===== src/include/moxie_cfg.svh =====
// ~~~~~~~~~~~~~~~~~~~~
// Moxie back end configuration
// Widths and sizes shared by the core and its types
// ~~~~~~~~~~~~~~~~~~~~

`ifndef MOXIE_CFG_SVH
`define MOXIE_CFG_SVH

// Data and address width
`define MOXIE_XLEN 32

// Register file size and index width
`define MOXIE_NREGS 16
`define MOXIE_RIDX_W 4

// Branch offset width, in halfwords
`define MOXIE_PCREL_W 10

// Size of one instruction slot, added to pc for relative branches
`define MOXIE_PC_STEP 2

`endif


===== src/verilog/moxie_pkg.sv =====
// ~~~~~~~~~~~~~~~~~~~~
// Moxie back end types
// Opcodes, condition codes and the records passed between stages
// ~~~~~~~~~~~~~~~~~~~~

`include "moxie_cfg.svh"

package moxie_pkg;

  // Supported opcodes, anything else runs as a NOP
  typedef enum logic [5:0] {
    OP_LDI_L = 6'h01,
    OP_MOV   = 6'h02,
    OP_ADD_L = 6'h05,
    OP_LDA_L = 6'h08,
    OP_STA_L = 6'h09,
    OP_CMP   = 6'h0e,
    OP_NOP   = 6'h0f,
    OP_JMPA  = 6'h1a,
    OP_AND   = 6'h26,
    OP_SUB_L = 6'h29,
    OP_OR    = 6'h2b,
    OP_XOR   = 6'h2e,
    OP_INC   = 6'h30,
    OP_DEC   = 6'h31,
    OP_BEQ   = 6'h38,
    OP_BNE   = 6'h39,
    OP_BLT   = 6'h3a,
    OP_BGT   = 6'h3b,
    OP_BLTU  = 6'h3c,
    OP_BGTU  = 6'h3d
  } opcode_e;

  typedef enum logic [1:0] {
    MEM_NONE,
    MEM_LOAD,
    MEM_STORE
  } mem_op_e;

  // Instruction as delivered by the fetch unit
  typedef struct packed {
    opcode_e                  op;
    logic [`MOXIE_RIDX_W-1:0] ra;
    logic [`MOXIE_RIDX_W-1:0] rb;
    logic [`MOXIE_XLEN-1:0]   imm;
    logic [`MOXIE_XLEN-1:0]   pc;
  } instr_t;

  typedef struct packed {
    logic eq;
    logic lt;
    logic gt;
    logic ltu;
    logic gtu;
  } cc_t;

  typedef struct packed {
    logic                     valid;
    opcode_e                  op;
    logic [`MOXIE_RIDX_W-1:0] ra;
    logic [`MOXIE_RIDX_W-1:0] rd;
    logic [`MOXIE_XLEN-1:0]   reg_a;
    logic [`MOXIE_XLEN-1:0]   reg_b;
    logic [`MOXIE_XLEN-1:0]   imm;
    logic [`MOXIE_XLEN-1:0]   pc;
  } dx_t;

  typedef struct packed {
    logic                     valid;
    mem_op_e                  mem_op;
    logic                     wr_en;
    logic [`MOXIE_RIDX_W-1:0] rd;
    logic [`MOXIE_XLEN-1:0]   result;
    logic [`MOXIE_XLEN-1:0]   addr;
    logic [`MOXIE_XLEN-1:0]   store_data;
  } xm_t;

  typedef struct packed {
    logic                     wr_en;
    logic [`MOXIE_RIDX_W-1:0] rd;
    logic [`MOXIE_XLEN-1:0]   data;
  } wb_t;

  typedef struct packed {
    logic                   valid;
    logic [`MOXIE_XLEN-1:0] target;
  } branch_t;

endpackage


===== src/verilog/moxie_core.sv =====
// ~~~~~~~~~~~~~~~~~~~~
// Moxie back end top
// Decode, execute, memory stages and the register file
// ~~~~~~~~~~~~~~~~~~~~

`timescale 1ns/100ps

`include "moxie_cfg.svh"

module moxie_core (
  input  logic                   clk_i,
  input  logic                   rst_i,
  input  logic                   instr_valid_i,
  input  moxie_pkg::instr_t      instr_i,
  output logic                   instr_ready_o,
  output moxie_pkg::branch_t     branch_o,
  output logic                   wb_cyc_o,
  output logic                   wb_stb_o,
  output logic                   wb_we_o,
  output logic [`MOXIE_XLEN-1:0] wb_adr_o,
  output logic [`MOXIE_XLEN-1:0] wb_dat_o,
  input  logic                   wb_ack_i,
  input  logic [`MOXIE_XLEN-1:0] wb_dat_i
);

  logic [`MOXIE_RIDX_W-1:0] rd_a_idx;
  logic [`MOXIE_RIDX_W-1:0] rd_b_idx;
  logic [`MOXIE_XLEN-1:0]   reg_a;
  logic [`MOXIE_XLEN-1:0]   reg_b;
  logic                     dx_stall;
  logic                     mem_busy;
  moxie_pkg::dx_t           dx;
  moxie_pkg::xm_t           xm;
  moxie_pkg::wb_t           wb;

  moxie_regfile u_regfile (
    .clk_i      (clk_i),
    .rst_i      (rst_i),
    .rd_a_idx_i (rd_a_idx),
    .rd_b_idx_i (rd_b_idx),
    .wb_i       (wb),
    .rd_a_o     (reg_a),
    .rd_b_o     (reg_b)
  );

  moxie_decode u_decode (
    .clk_i         (clk_i),
    .rst_i         (rst_i),
    .instr_valid_i (instr_valid_i),
    .instr_i       (instr_i),
    .reg_a_i       (reg_a),
    .reg_b_i       (reg_b),
    .dx_stall_i    (dx_stall),
    .pend_xm_i     (xm),
    .instr_ready_o (instr_ready_o),
    .rd_a_idx_o    (rd_a_idx),
    .rd_b_idx_o    (rd_b_idx),
    .dx_o          (dx)
  );

  moxie_execute u_execute (
    .clk_i      (clk_i),
    .rst_i      (rst_i),
    .dx_i       (dx),
    .mem_busy_i (mem_busy),
    .dx_stall_o (dx_stall),
    .xm_o       (xm),
    .branch_o   (branch_o)
  );

  moxie_memory u_memory (
    .clk_i      (clk_i),
    .rst_i      (rst_i),
    .xm_i       (xm),
    .wb_ack_i   (wb_ack_i),
    .wb_dat_i   (wb_dat_i),
    .mem_busy_o (mem_busy),
    .wb_o       (wb),
    .wb_cyc_o   (wb_cyc_o),
    .wb_stb_o   (wb_stb_o),
    .wb_we_o    (wb_we_o),
    .wb_adr_o   (wb_adr_o),
    .wb_dat_o   (wb_dat_o)
  );

endmodule


===== src/verilog/moxie_decode.sv =====
// ~~~~~~~~~~~~~~~~~~~~
// Moxie decode stage
// Issue handshake, operand read and interlock against
// pending writes in execute and memory
// ~~~~~~~~~~~~~~~~~~~~

`timescale 1ns/100ps

`include "moxie_cfg.svh"

module moxie_decode (
  input  logic                     clk_i,
  input  logic                     rst_i,
  input  logic                     instr_valid_i,
  input  moxie_pkg::instr_t        instr_i,
  input  logic [`MOXIE_XLEN-1:0]   reg_a_i,
  input  logic [`MOXIE_XLEN-1:0]   reg_b_i,
  input  logic                     dx_stall_i,
  input  moxie_pkg::xm_t           pend_xm_i,
  output logic                     instr_ready_o,
  output logic [`MOXIE_RIDX_W-1:0] rd_a_idx_o,
  output logic [`MOXIE_RIDX_W-1:0] rd_b_idx_o,
  output moxie_pkg::dx_t           dx_o
);

  logic use_a;
  logic use_b;
  logic dx_writes;
  logic xm_writes;
  logic hit_a;
  logic hit_b;
  logic dx_adv;
  logic fire;

  // Source registers read by each opcode
  always_comb
  begin
    use_a = 1'b0;
    use_b = 1'b0;
    case (instr_i.op)
      moxie_pkg::OP_ADD_L, moxie_pkg::OP_SUB_L, moxie_pkg::OP_AND,
      moxie_pkg::OP_OR, moxie_pkg::OP_XOR, moxie_pkg::OP_CMP:
      begin
        use_a = 1'b1;
        use_b = 1'b1;
      end
      moxie_pkg::OP_INC, moxie_pkg::OP_DEC, moxie_pkg::OP_STA_L: use_a = 1'b1;
      moxie_pkg::OP_MOV: use_b = 1'b1;
      default: ;
    endcase
  end

  // Whether the instruction sitting in dx will write rd
  always_comb
  begin
    case (dx_o.op)
      moxie_pkg::OP_ADD_L, moxie_pkg::OP_SUB_L, moxie_pkg::OP_AND,
      moxie_pkg::OP_OR, moxie_pkg::OP_XOR, moxie_pkg::OP_MOV,
      moxie_pkg::OP_LDI_L, moxie_pkg::OP_INC, moxie_pkg::OP_DEC,
      moxie_pkg::OP_LDA_L: dx_writes = dx_o.valid;
      default: dx_writes = 1'b0;
    endcase
  end

  assign xm_writes = pend_xm_i.valid && pend_xm_i.wr_en;

  assign hit_a = use_a && ((dx_writes && (dx_o.rd == instr_i.ra)) ||
                           (xm_writes && (pend_xm_i.rd == instr_i.ra)));
  assign hit_b = use_b && ((dx_writes && (dx_o.rd == instr_i.rb)) ||
                           (xm_writes && (pend_xm_i.rd == instr_i.rb)));

  assign dx_adv        = !dx_o.valid || !dx_stall_i;
  assign instr_ready_o = dx_adv && !hit_a && !hit_b;
  assign fire          = instr_valid_i && instr_ready_o;

  assign rd_a_idx_o = instr_i.ra;
  assign rd_b_idx_o = instr_i.rb;

  always_ff @(posedge clk_i or posedge rst_i)
  begin
    if (rst_i)
    begin
      dx_o <= '0;
    end
    else if (dx_adv)
    begin
      dx_o.valid <= fire;
      dx_o.op    <= instr_i.op;
      dx_o.ra    <= instr_i.ra;
      dx_o.rd    <= instr_i.ra;
      dx_o.reg_a <= reg_a_i;
      dx_o.reg_b <= reg_b_i;
      dx_o.imm   <= instr_i.imm;
      dx_o.pc    <= instr_i.pc;
    end
  end

  // Execute must see the same record for as long as it stalls
  a_dx_hold: assert property (@(posedge clk_i) disable iff (rst_i)
    (dx_o.valid && dx_stall_i) |=> $stable(dx_o));

endmodule


===== src/verilog/moxie_execute.sv =====
// ~~~~~~~~~~~~~~~~~~~~
// Moxie execute stage
// ALU, condition codes, branch resolution with a one slot
// squash, and the execute to memory register
// ~~~~~~~~~~~~~~~~~~~~

`timescale 1ns/100ps

`include "moxie_cfg.svh"

module moxie_execute (
  input  logic                clk_i,
  input  logic                rst_i,
  input  moxie_pkg::dx_t      dx_i,
  input  logic                mem_busy_i,
  output logic                dx_stall_o,
  output moxie_pkg::xm_t      xm_o,
  output moxie_pkg::branch_t  branch_o
);

  logic [`MOXIE_XLEN-1:0] a_sub_b;
  logic [`MOXIE_XLEN-1:0] b_sub_a;
  logic [`MOXIE_XLEN-1:0] rel_target;
  logic [`MOXIE_XLEN-1:0] br_target;
  logic [`MOXIE_PCREL_W-1:0] offset;
  moxie_pkg::cc_t cc_q;
  moxie_pkg::cc_t cc_d;
  moxie_pkg::xm_t xm_d;
  logic kill_q;
  logic live;
  logic taken;

  assign dx_stall_o = mem_busy_i;

  // Shadow slot of a taken branch is dropped here
  assign live = dx_i.valid && !kill_q;

  assign a_sub_b = dx_i.reg_a - dx_i.reg_b;
  assign b_sub_a = dx_i.reg_b - dx_i.reg_a;

  assign cc_d.eq = dx_i.reg_a == dx_i.reg_b;
  assign cc_d.lt = $signed(dx_i.reg_a) < $signed(dx_i.reg_b);
  assign cc_d.gt = $signed(dx_i.reg_a) > $signed(dx_i.reg_b);
  // Unsigned order: differing sign bits decide, else the difference sign
  assign cc_d.ltu = (dx_i.reg_a[`MOXIE_XLEN-1] ^ dx_i.reg_b[`MOXIE_XLEN-1]) ?
                    dx_i.reg_b[`MOXIE_XLEN-1] : a_sub_b[`MOXIE_XLEN-1];
  assign cc_d.gtu = (dx_i.reg_a[`MOXIE_XLEN-1] ^ dx_i.reg_b[`MOXIE_XLEN-1]) ?
                    dx_i.reg_a[`MOXIE_XLEN-1] : b_sub_a[`MOXIE_XLEN-1];

  // Halfword offset, sign extended
  assign offset     = dx_i.imm[`MOXIE_PCREL_W-1:0];
  assign rel_target = dx_i.pc + `MOXIE_PC_STEP +
                      {{(`MOXIE_XLEN-`MOXIE_PCREL_W-1){offset[`MOXIE_PCREL_W-1]}},
                       offset, 1'b0};

  always_comb
  begin
    xm_d            = '0;
    xm_d.valid      = live;
    xm_d.mem_op     = moxie_pkg::MEM_NONE;
    xm_d.rd         = dx_i.rd;
    xm_d.addr       = dx_i.imm;
    xm_d.store_data = dx_i.reg_a;
    taken           = 1'b0;
    br_target       = rel_target;
    case (dx_i.op)
      moxie_pkg::OP_ADD_L: xm_d.result = dx_i.reg_a + dx_i.reg_b;
      moxie_pkg::OP_SUB_L: xm_d.result = a_sub_b;
      moxie_pkg::OP_AND:   xm_d.result = dx_i.reg_a & dx_i.reg_b;
      moxie_pkg::OP_OR:    xm_d.result = dx_i.reg_a | dx_i.reg_b;
      moxie_pkg::OP_XOR:   xm_d.result = dx_i.reg_a ^ dx_i.reg_b;
      moxie_pkg::OP_MOV:   xm_d.result = dx_i.reg_b;
      moxie_pkg::OP_LDI_L: xm_d.result = dx_i.imm;
      moxie_pkg::OP_INC:   xm_d.result = dx_i.reg_a + dx_i.imm;
      moxie_pkg::OP_DEC:   xm_d.result = dx_i.reg_a - dx_i.imm;
      moxie_pkg::OP_LDA_L: xm_d.mem_op = moxie_pkg::MEM_LOAD;
      moxie_pkg::OP_STA_L: xm_d.mem_op = moxie_pkg::MEM_STORE;
      moxie_pkg::OP_BEQ:   taken = cc_q.eq;
      moxie_pkg::OP_BNE:   taken = !cc_q.eq;
      moxie_pkg::OP_BLT:   taken = cc_q.lt;
      moxie_pkg::OP_BGT:   taken = cc_q.gt;
      moxie_pkg::OP_BLTU:  taken = cc_q.ltu;
      moxie_pkg::OP_BGTU:  taken = cc_q.gtu;
      moxie_pkg::OP_JMPA:
      begin
        taken     = 1'b1;
        br_target = dx_i.imm;
      end
      default: ;
    endcase
    // Register writers, loads included
    case (dx_i.op)
      moxie_pkg::OP_ADD_L, moxie_pkg::OP_SUB_L, moxie_pkg::OP_AND,
      moxie_pkg::OP_OR, moxie_pkg::OP_XOR, moxie_pkg::OP_MOV,
      moxie_pkg::OP_LDI_L, moxie_pkg::OP_INC, moxie_pkg::OP_DEC,
      moxie_pkg::OP_LDA_L: xm_d.wr_en = 1'b1;
      default: xm_d.wr_en = 1'b0;
    endcase
  end

  always_ff @(posedge clk_i or posedge rst_i)
  begin
    if (rst_i)
    begin
      xm_o     <= '0;
      branch_o <= '0;
      cc_q     <= '0;
      kill_q   <= 1'b0;
    end
    else
    begin
      branch_o.valid <= 1'b0;
      if (!mem_busy_i)
      begin
        xm_o <= xm_d;
        // Kill flag clears on the next consumed record, whatever its spacing
        if (dx_i.valid)
        begin
          kill_q <= live && taken;
        end
        if (live && taken)
        begin
          branch_o.valid  <= 1'b1;
          branch_o.target <= br_target;
        end
        if (live && (dx_i.op == moxie_pkg::OP_CMP))
        begin
          cc_q <= cc_d;
        end
      end
    end
  end

  a_branch_pulse: assert property (@(posedge clk_i) disable iff (rst_i)
    branch_o.valid |=> !branch_o.valid);

  a_xm_hold: assert property (@(posedge clk_i) disable iff (rst_i)
    mem_busy_i |=> $stable(xm_o));

endmodule


===== src/verilog/moxie_memory.sv =====
// ~~~~~~~~~~~~~~~~~~~~
// Moxie memory and writeback stage
// Wishbone classic master for word loads and stores,
// retires each record into the register file
// ~~~~~~~~~~~~~~~~~~~~

`timescale 1ns/100ps

`include "moxie_cfg.svh"

module moxie_memory (
  input  logic                   clk_i,
  input  logic                   rst_i,
  input  moxie_pkg::xm_t         xm_i,
  input  logic                   wb_ack_i,
  input  logic [`MOXIE_XLEN-1:0] wb_dat_i,
  output logic                   mem_busy_o,
  output moxie_pkg::wb_t         wb_o,
  output logic                   wb_cyc_o,
  output logic                   wb_stb_o,
  output logic                   wb_we_o,
  output logic [`MOXIE_XLEN-1:0] wb_adr_o,
  output logic [`MOXIE_XLEN-1:0] wb_dat_o
);

  typedef enum logic {
    ST_IDLE,
    ST_BUS
  } state_e;

  state_e state_q;
  state_e state_d;
  logic   is_mem;
  logic   is_load;
  logic   retire;

  assign is_mem  = xm_i.valid && (xm_i.mem_op != moxie_pkg::MEM_NONE);
  assign is_load = xm_i.mem_op == moxie_pkg::MEM_LOAD;

  // ALU records leave after one cycle, memory records on the ack edge
  assign retire = xm_i.valid &&
                  ((xm_i.mem_op == moxie_pkg::MEM_NONE) ||
                   ((state_q == ST_BUS) && wb_ack_i));

  assign mem_busy_o = xm_i.valid && !retire;

  always_comb
  begin
    state_d = state_q;
    case (state_q)
      ST_IDLE: if (is_mem) state_d = ST_BUS;
      ST_BUS:  if (wb_ack_i) state_d = ST_IDLE;
      default: state_d = ST_IDLE;
    endcase
  end

  always_ff @(posedge clk_i or posedge rst_i)
  begin
    if (rst_i)
    begin
      state_q <= ST_IDLE;
    end
    else
    begin
      state_q <= state_d;
    end
  end

  // Bus fields come straight from xm, which execute holds while busy
  assign wb_cyc_o = state_q == ST_BUS;
  assign wb_stb_o = state_q == ST_BUS;
  assign wb_we_o  = xm_i.mem_op == moxie_pkg::MEM_STORE;
  assign wb_adr_o = xm_i.addr;
  assign wb_dat_o = xm_i.store_data;

  assign wb_o.wr_en = retire && xm_i.wr_en;
  assign wb_o.rd    = xm_i.rd;
  assign wb_o.data  = is_load ? wb_dat_i : xm_i.result;

  a_stb_in_cyc: assert property (@(posedge clk_i) disable iff (rst_i)
    wb_stb_o |-> wb_cyc_o);

  a_we_stable: assert property (@(posedge clk_i) disable iff (rst_i)
    (wb_cyc_o && !wb_ack_i) |=> $stable(wb_we_o));

endmodule


===== src/verilog/moxie_regfile.sv =====
// ~~~~~~~~~~~~~~~~~~~~
// Moxie register file
// Sixteen words, two asynchronous reads, one clocked write
// ~~~~~~~~~~~~~~~~~~~~

`timescale 1ns/100ps

`include "moxie_cfg.svh"

module moxie_regfile (
  input  logic                     clk_i,
  input  logic                     rst_i,
  input  logic [`MOXIE_RIDX_W-1:0] rd_a_idx_i,
  input  logic [`MOXIE_RIDX_W-1:0] rd_b_idx_i,
  input  moxie_pkg::wb_t           wb_i,
  output logic [`MOXIE_XLEN-1:0]   rd_a_o,
  output logic [`MOXIE_XLEN-1:0]   rd_b_o
);

  logic [`MOXIE_XLEN-1:0] regs [`MOXIE_NREGS];

  always_ff @(posedge clk_i or posedge rst_i)
  begin
    if (rst_i)
    begin
      regs <= '{default: '0};
    end
    else if (wb_i.wr_en)
    begin
      regs[wb_i.rd] <= wb_i.data;
    end
  end

  // No bypass, decode waits until the write has landed
  assign rd_a_o = regs[rd_a_idx_i];
  assign rd_b_o = regs[rd_b_idx_i];

endmodule

===== config.mk =====
export PLATFORM = sky130hd
export DESIGN_NAME = moxie_core
export DESIGN_NICKNAME = d
export VERILOG_FILES = /design/src/verilog/moxie_pkg.sv /design/src/verilog/moxie_core.sv /design/src/verilog/moxie_decode.sv /design/src/verilog/moxie_execute.sv /design/src/verilog/moxie_memory.sv /design/src/verilog/moxie_regfile.sv
export VERILOG_INCLUDE_DIRS = /design/src /design/src/include
export SDC_FILE = /design/constraint.sdc
export NUM_CORES = 2
export LEC_CHECK = 0
export BUFFER_PORTS_ARGS = -buffer_cell sky130_fd_sc_hd__buf_2
export CAP_MARGIN = 30
export CORE_MARGIN = 2
export CORE_UTILIZATION = 25
export CTS_CLUSTER_SIZE = 20
export DETAILED_ROUTE_END_ITERATION = 8
export PLACE_DENSITY = 0.41
export SETUP_SLACK_MARGIN = 0.5
export SLEW_MARGIN = 0
export SYNTH_ARGS = -nofsm -noshare
export SYNTH_HDL_FRONTEND = slang
export SYNTH_HIERARCHICAL = 1
export SYNTH_SLANG_ARGS = --single-unit

===== constraint.sdc =====
create_clock -name clk_i -period 39.4 [get_ports clk_i]
set_input_delay 9.85 -clock clk_i [delete_from_list [all_inputs] [get_ports clk_i]]
set_output_delay 9.85 -clock clk_i [all_outputs]
set_load 0.01 [all_outputs]

[Word level (Yosys, flattened, before mapping)]
Cells that the tools add are included.
Word-level totals
  register bits after elaboration: 795
  bits of input ports: 114
  output and inout port bits: 101
Operators by class
  $add $sub $neg: 7
  order comparisons: 6
  eq/ne operators: 36
  multiplexer cells: 25
  bitwise logic cells: 9
  reduce and logical (&&, ||, !) cells: 38
Operators by type and width (number)
  $bwmux 512: 1
  $pmux 32 s9: 1
  $bmux 32 s4: 2
  $mux 32: 7
  $demux 32 s4: 1
  $eq 6x6->1 const B: 18
  $add 32x32->32: 3
  $sub 32x32->32: 3
  $mux 33: 2
  $add 32x2->32 const B: 1
  $and 32x32->32: 1
  $eq 32x32->1: 1
  $gt 32x32->1: 1
  $lt 32x32->1: 1
  $or 32x32->32: 1
  $xor 32x32->32: 1
  $eq 6x4->1 const B: 5
  $logic_and 1x1->1: 19
  $eq 4x4->1: 4
  $ge 5x5->1 const B: 3
  $not 4->5: 3
  $eq 6x2->1 const B: 2
  $eq 6x3->1 const B: 2
  $reduce_or 10->1: 1
  18 further kinds: 37

[Longest topological paths before layout]
  depth after elaboration: 10
  gate-level depth with buffers: 20

[Modules after synthesis]
Netlist, hierarchy kept.
Modules (own cells, without submodules)
  moxie_regfile: instances 1, cells each 1681, area an instance 26629.3 um2, seq. area each 12812.3 um2
  moxie_execute: instances 1, cells each 1931, area an instance 15346.0 um2, seq. area each 3578.4 um2
  moxie_decode: instances 1, cells each 368, area an instance 5650.4 um2, seq. area each 3478.3 um2
  moxie_memory: instances 1, cells each 115, area an instance 1143.6 um2, seq. area each 25.0 um2

[Least setup slack after synthesis]
No wires, ideal clock.
  path kind: input to output
  start: input instr_i[75] (netlist bit)
  end: output instr_ready_o
  arrival time: 10.833 ns
  data required time: 29.550 ns
  slack: 18.717 ns
  stages on the path: 5
  path buffers: 0
  cells stage by stage: or4b_1 -> o211ai_1 -> o21ai_0 -> a211oi_2 -> nor3_1
Between the ends
  longest elaborated chain between the ends: 7
  elaborated cells between the ends (all ways): 20
  those cells by class: eq/ne (10); mux (2); reduce/logical (8)
Ends and longest elaborated chain
  start, declared: RTL line moxie_core.sv:14  | input moxie_pkg::instr_t instr_i,
  $eq 6x6->1 (tied with other cells): RTL line moxie_decode.sv:40  | case (instr_i.op)
  $reduce_or 9->1 (no source line)
  $mux 1: RTL line moxie_decode.sv:40
  $logic_and 1x1->1: RTL line moxie_decode.sv:67  | assign hit_a = use_a && ((dx_writes && (dx_o.rd == instr_i.ra)) ||
  $logic_not 1->1: RTL line moxie_decode.sv:73  | assign instr_ready_o = dx_adv && !hit_a && !hit_b;
  $logic_and 1x1->1: RTL line moxie_decode.sv:73
  $logic_and 1x1->1 *: RTL line moxie_decode.sv:73
  end, declared: RTL line moxie_core.sv:15  | output logic instr_ready_o,
Every way passes the cells marked *; elsewhere a longest branch is shown, timed or not.

[Worst setup path after layout]
  start: input instr_i[64] (netlist bit)
  end: output instr_ready_o
Between the ends
  longest elaborated chain between the ends: 6
  elaborated cells between the ends (all ways): 8
  those cells by class: eq/ne (2); reduce/logical (6)
Ends and longest elaborated chain
  $eq 4x4->1, on equally long branches: RTL line moxie_decode.sv:69, moxie_decode.sv:70
  $logic_and 1x1->1, on equally long branches: RTL line moxie_decode.sv:69, moxie_decode.sv:70
  $logic_or 1x1->1 *: RTL line moxie_decode.sv:69  | assign hit_b = use_b && ((dx_writes && (dx_o.rd == instr_i.rb)) ||
  $logic_and 1x1->1 *: RTL line moxie_decode.sv:69
  $logic_not 1->1 *: RTL line moxie_decode.sv:73
  $logic_and 1x1->1 *: RTL line moxie_decode.sv:73
Marked as above.

==> impl_metrics.toml <==
[drt]
antenna_left = 0
drt-total-wl_mm = 178.8
vias = 34291
drt_first_pass_iters = 5
via_per_inst = 5.085
first_iter_violations = 2470
remaining_drc_errors = 0
wl_per_cell_um = 26.52

[global_routing]
grt_pass1_vias = 35412
antenna_found_initial = 8
grt-ovfl-total = 0
grt_start_max_net_pins = 161
grt_pass1_wl_mm = 259.3
gr-usage-all-layers_pct = 17.78

[setup_path]
critPathMaxFanout = 61
slowest_delay_ps = 540
cp_cell_sequence = "buf_8 -> xor2_1 -> nor4_2 -> o211ai_2 -> a211oi_2 -> nor3_1 -> buf_2"
worstSetupEndpointType = "output pin"
worstSetupPathType = "primary input to output pin"
start_kind = "primary input"
crit_arrival_ps = 11600
critPathSlowestCell = "buf_8"
critPathRequiredTime_ps = 29550

[cells_and_area]
multi_input_comb_area_sq_um = 26680
layout.nets = 4456
layout.cells.non_filler = 6744
synthToLayoutAreaGrowth_pct = 13.69
seq_area_sq_um = 19890
fillCellCount = 19968
layout-drive-gt1-share_pct = 34.16

[synthesis]
ys_warn_count = 6
synthCells = 4091
syn_nets = 4429
synth.avg_cell_area_sq_um = 11.91
synth_area_sq_um = 48740

[run]
maxCapViolCount = 0

[clocking]
clockBufferDepth = 3
cts.reportedPaths.clkPinSlew_ps = 60
cts_root_buffer = "clkbuf_16"
cts.repair.resized = 0
numCtsBuffers = 95
cts_hold_buf = 0
insertion_delay_ps = 750
clock_sinks = 795
postCtsSetupBuffers = 0
cts_tree = "yes"
htree_levels = 3

[place]
place.gp.congestion = 0.8813
dp_cells = 6563
hpwlAfterDp_mm = 116.4
place_ws_ps = 17910
port_buffers = 214

[sta]
rsz0062_at_grt = "no"
worst_pin_slew_ps = 997.2
fin_crit_sh_pct = 54.45
setup_violations = 0
hold_ws_ps = 478.2
fmax_mhz = 46.62
hold_viol = 0
final.setup.tns_ps = 0
post-route-min-period_ps = 21450
drv_slew = 0
fin_skew_ps = 38.91
setup_ws_ps = 17950
maxSlewHeadroom_pct = 33.52

[pwr]
leakagePower_nw = 24.90
p_per_area_nw_per_um2 = 40.47
ir_drop_v = 0.00003096

[floorplanning]
start_util_pct = 25.07
core_sq_um = 194400
rows = 162
ioPinCount = 215
die_h_um = 445.5
die_area_sq_um = 198500
die_w_um = 445.5

[status]
outcome = "finished clean"

[hold_path]
hold_class = "register to register"
where the power goes:
group,internal [mW],switching (mW)
combinational,0.157,0.256
sequential,0.849,0.0331
clock,0.554,0.393
total,1.56,0.682
final timing paths:
| path | from | to | slack, ps | cells past startpoint |
|---|---|---|---|---|
| worst max register to register | u_decode/dx_o[35] | u_execute/xm_o[89] | 33300 | 18 |
| max in group asynchronous | rst_i | u_regfile/regs[149] | 27140 | 5 |
| worst min-delay path | u_execute/branch_o[15] | u_execute/branch_o[15] | 480 | 2 |
| min in group asynchronous | rst_i | u_memory/wb_cyc_o | 9080 | 2 |
| worst max-delay path | instr_i[64] | instr_ready_o | 17950 | 7 |
| worst min register to register | u_execute/branch_o[15] | u_execute/branch_o[15] | 480 | 2 |
final cells by class:
| class | instances | share of cell area (%) |
|---|---|---|
| Clock inverter | 40 | 0.9506 |
| Timing Repair Buffer | 289 | 3.132 |
| Clock buffer | 137 | 5.083 |
| Inverter | 147 | 1.027 |
| Multi-Input combinational cell | 2790 | 48.15 |
| Tap cell | 2542 | 5.740 |
| Sequential cell | 795 | 35.90 |
| Antenna cell | 4 | 0.01806 |
routing by layer:
| metal | wire length, um | GRT usage, % | vias to the layer above |
|---|---|---|---|
| li1 | - | - | 15269 |
| met4 | 6444 | 6.688 | 2 |
| met1 | 77330 | 22.72 | 17973 |
| met5 | 20 | 0 | - |
| met3 | 7514 | 2.549 | 243 |
| met2 | 87510 | 30.32 | 804 |
worst max-delay path, delay by kind of cell:
family	cells	cell delay [ps]
buffers and inverters	2	700
and+or+nand+nor	2	430
AOI/OAI and AO/OA	2	380
xor gates and xnor gates	1	170
registers in the layout, summed over array words and instances, names as in the netlist:
| register | cells |
|---|---|
| u_decode/dx_o | 139 |
| u_execute/branch_o | 33 |
| u_execute/xm_o | 104 |
| u_regfile/regs | 512 |
| u_memory/wb_cyc_o | 1 |
| u_execute/kill_q | 1 |
| u_execute/cc_q | 5 |
layout by cell type, fill, tap and decap left out, drive strengths merged, types with 20 or more instances in the layout:
master,instances
a21o,21
a21oi,193
a221oi,26
a22oi,145
buf,289
clkbuf,137
clkinv,23
dfrtp,795
ha,219
inv,153
mux2,719
mux4,256
nand2,243
nand3,43
nor2,155
nor2b,39
nor3,50
nor4,29
o211ai,23
o21ai,184
o21bai,23
or3,20
xnor2,73
xor2,35
stage by stage:
stage / total power [mW] / util (%) / area (sq um)
after CTS: 2.279 / 28.50 / 55400
after floorplan: 1.161 / - / 48740
after global placement: 1.311 / 26.73 / 51960
after detailed placement: 1.312 / 26.78 / 52060
final: 2.242 / 28.51 / 55410
after global routing: 2.346 / 28.50 / 55400
No activity file was read; power rests on OpenSTA's default activity.
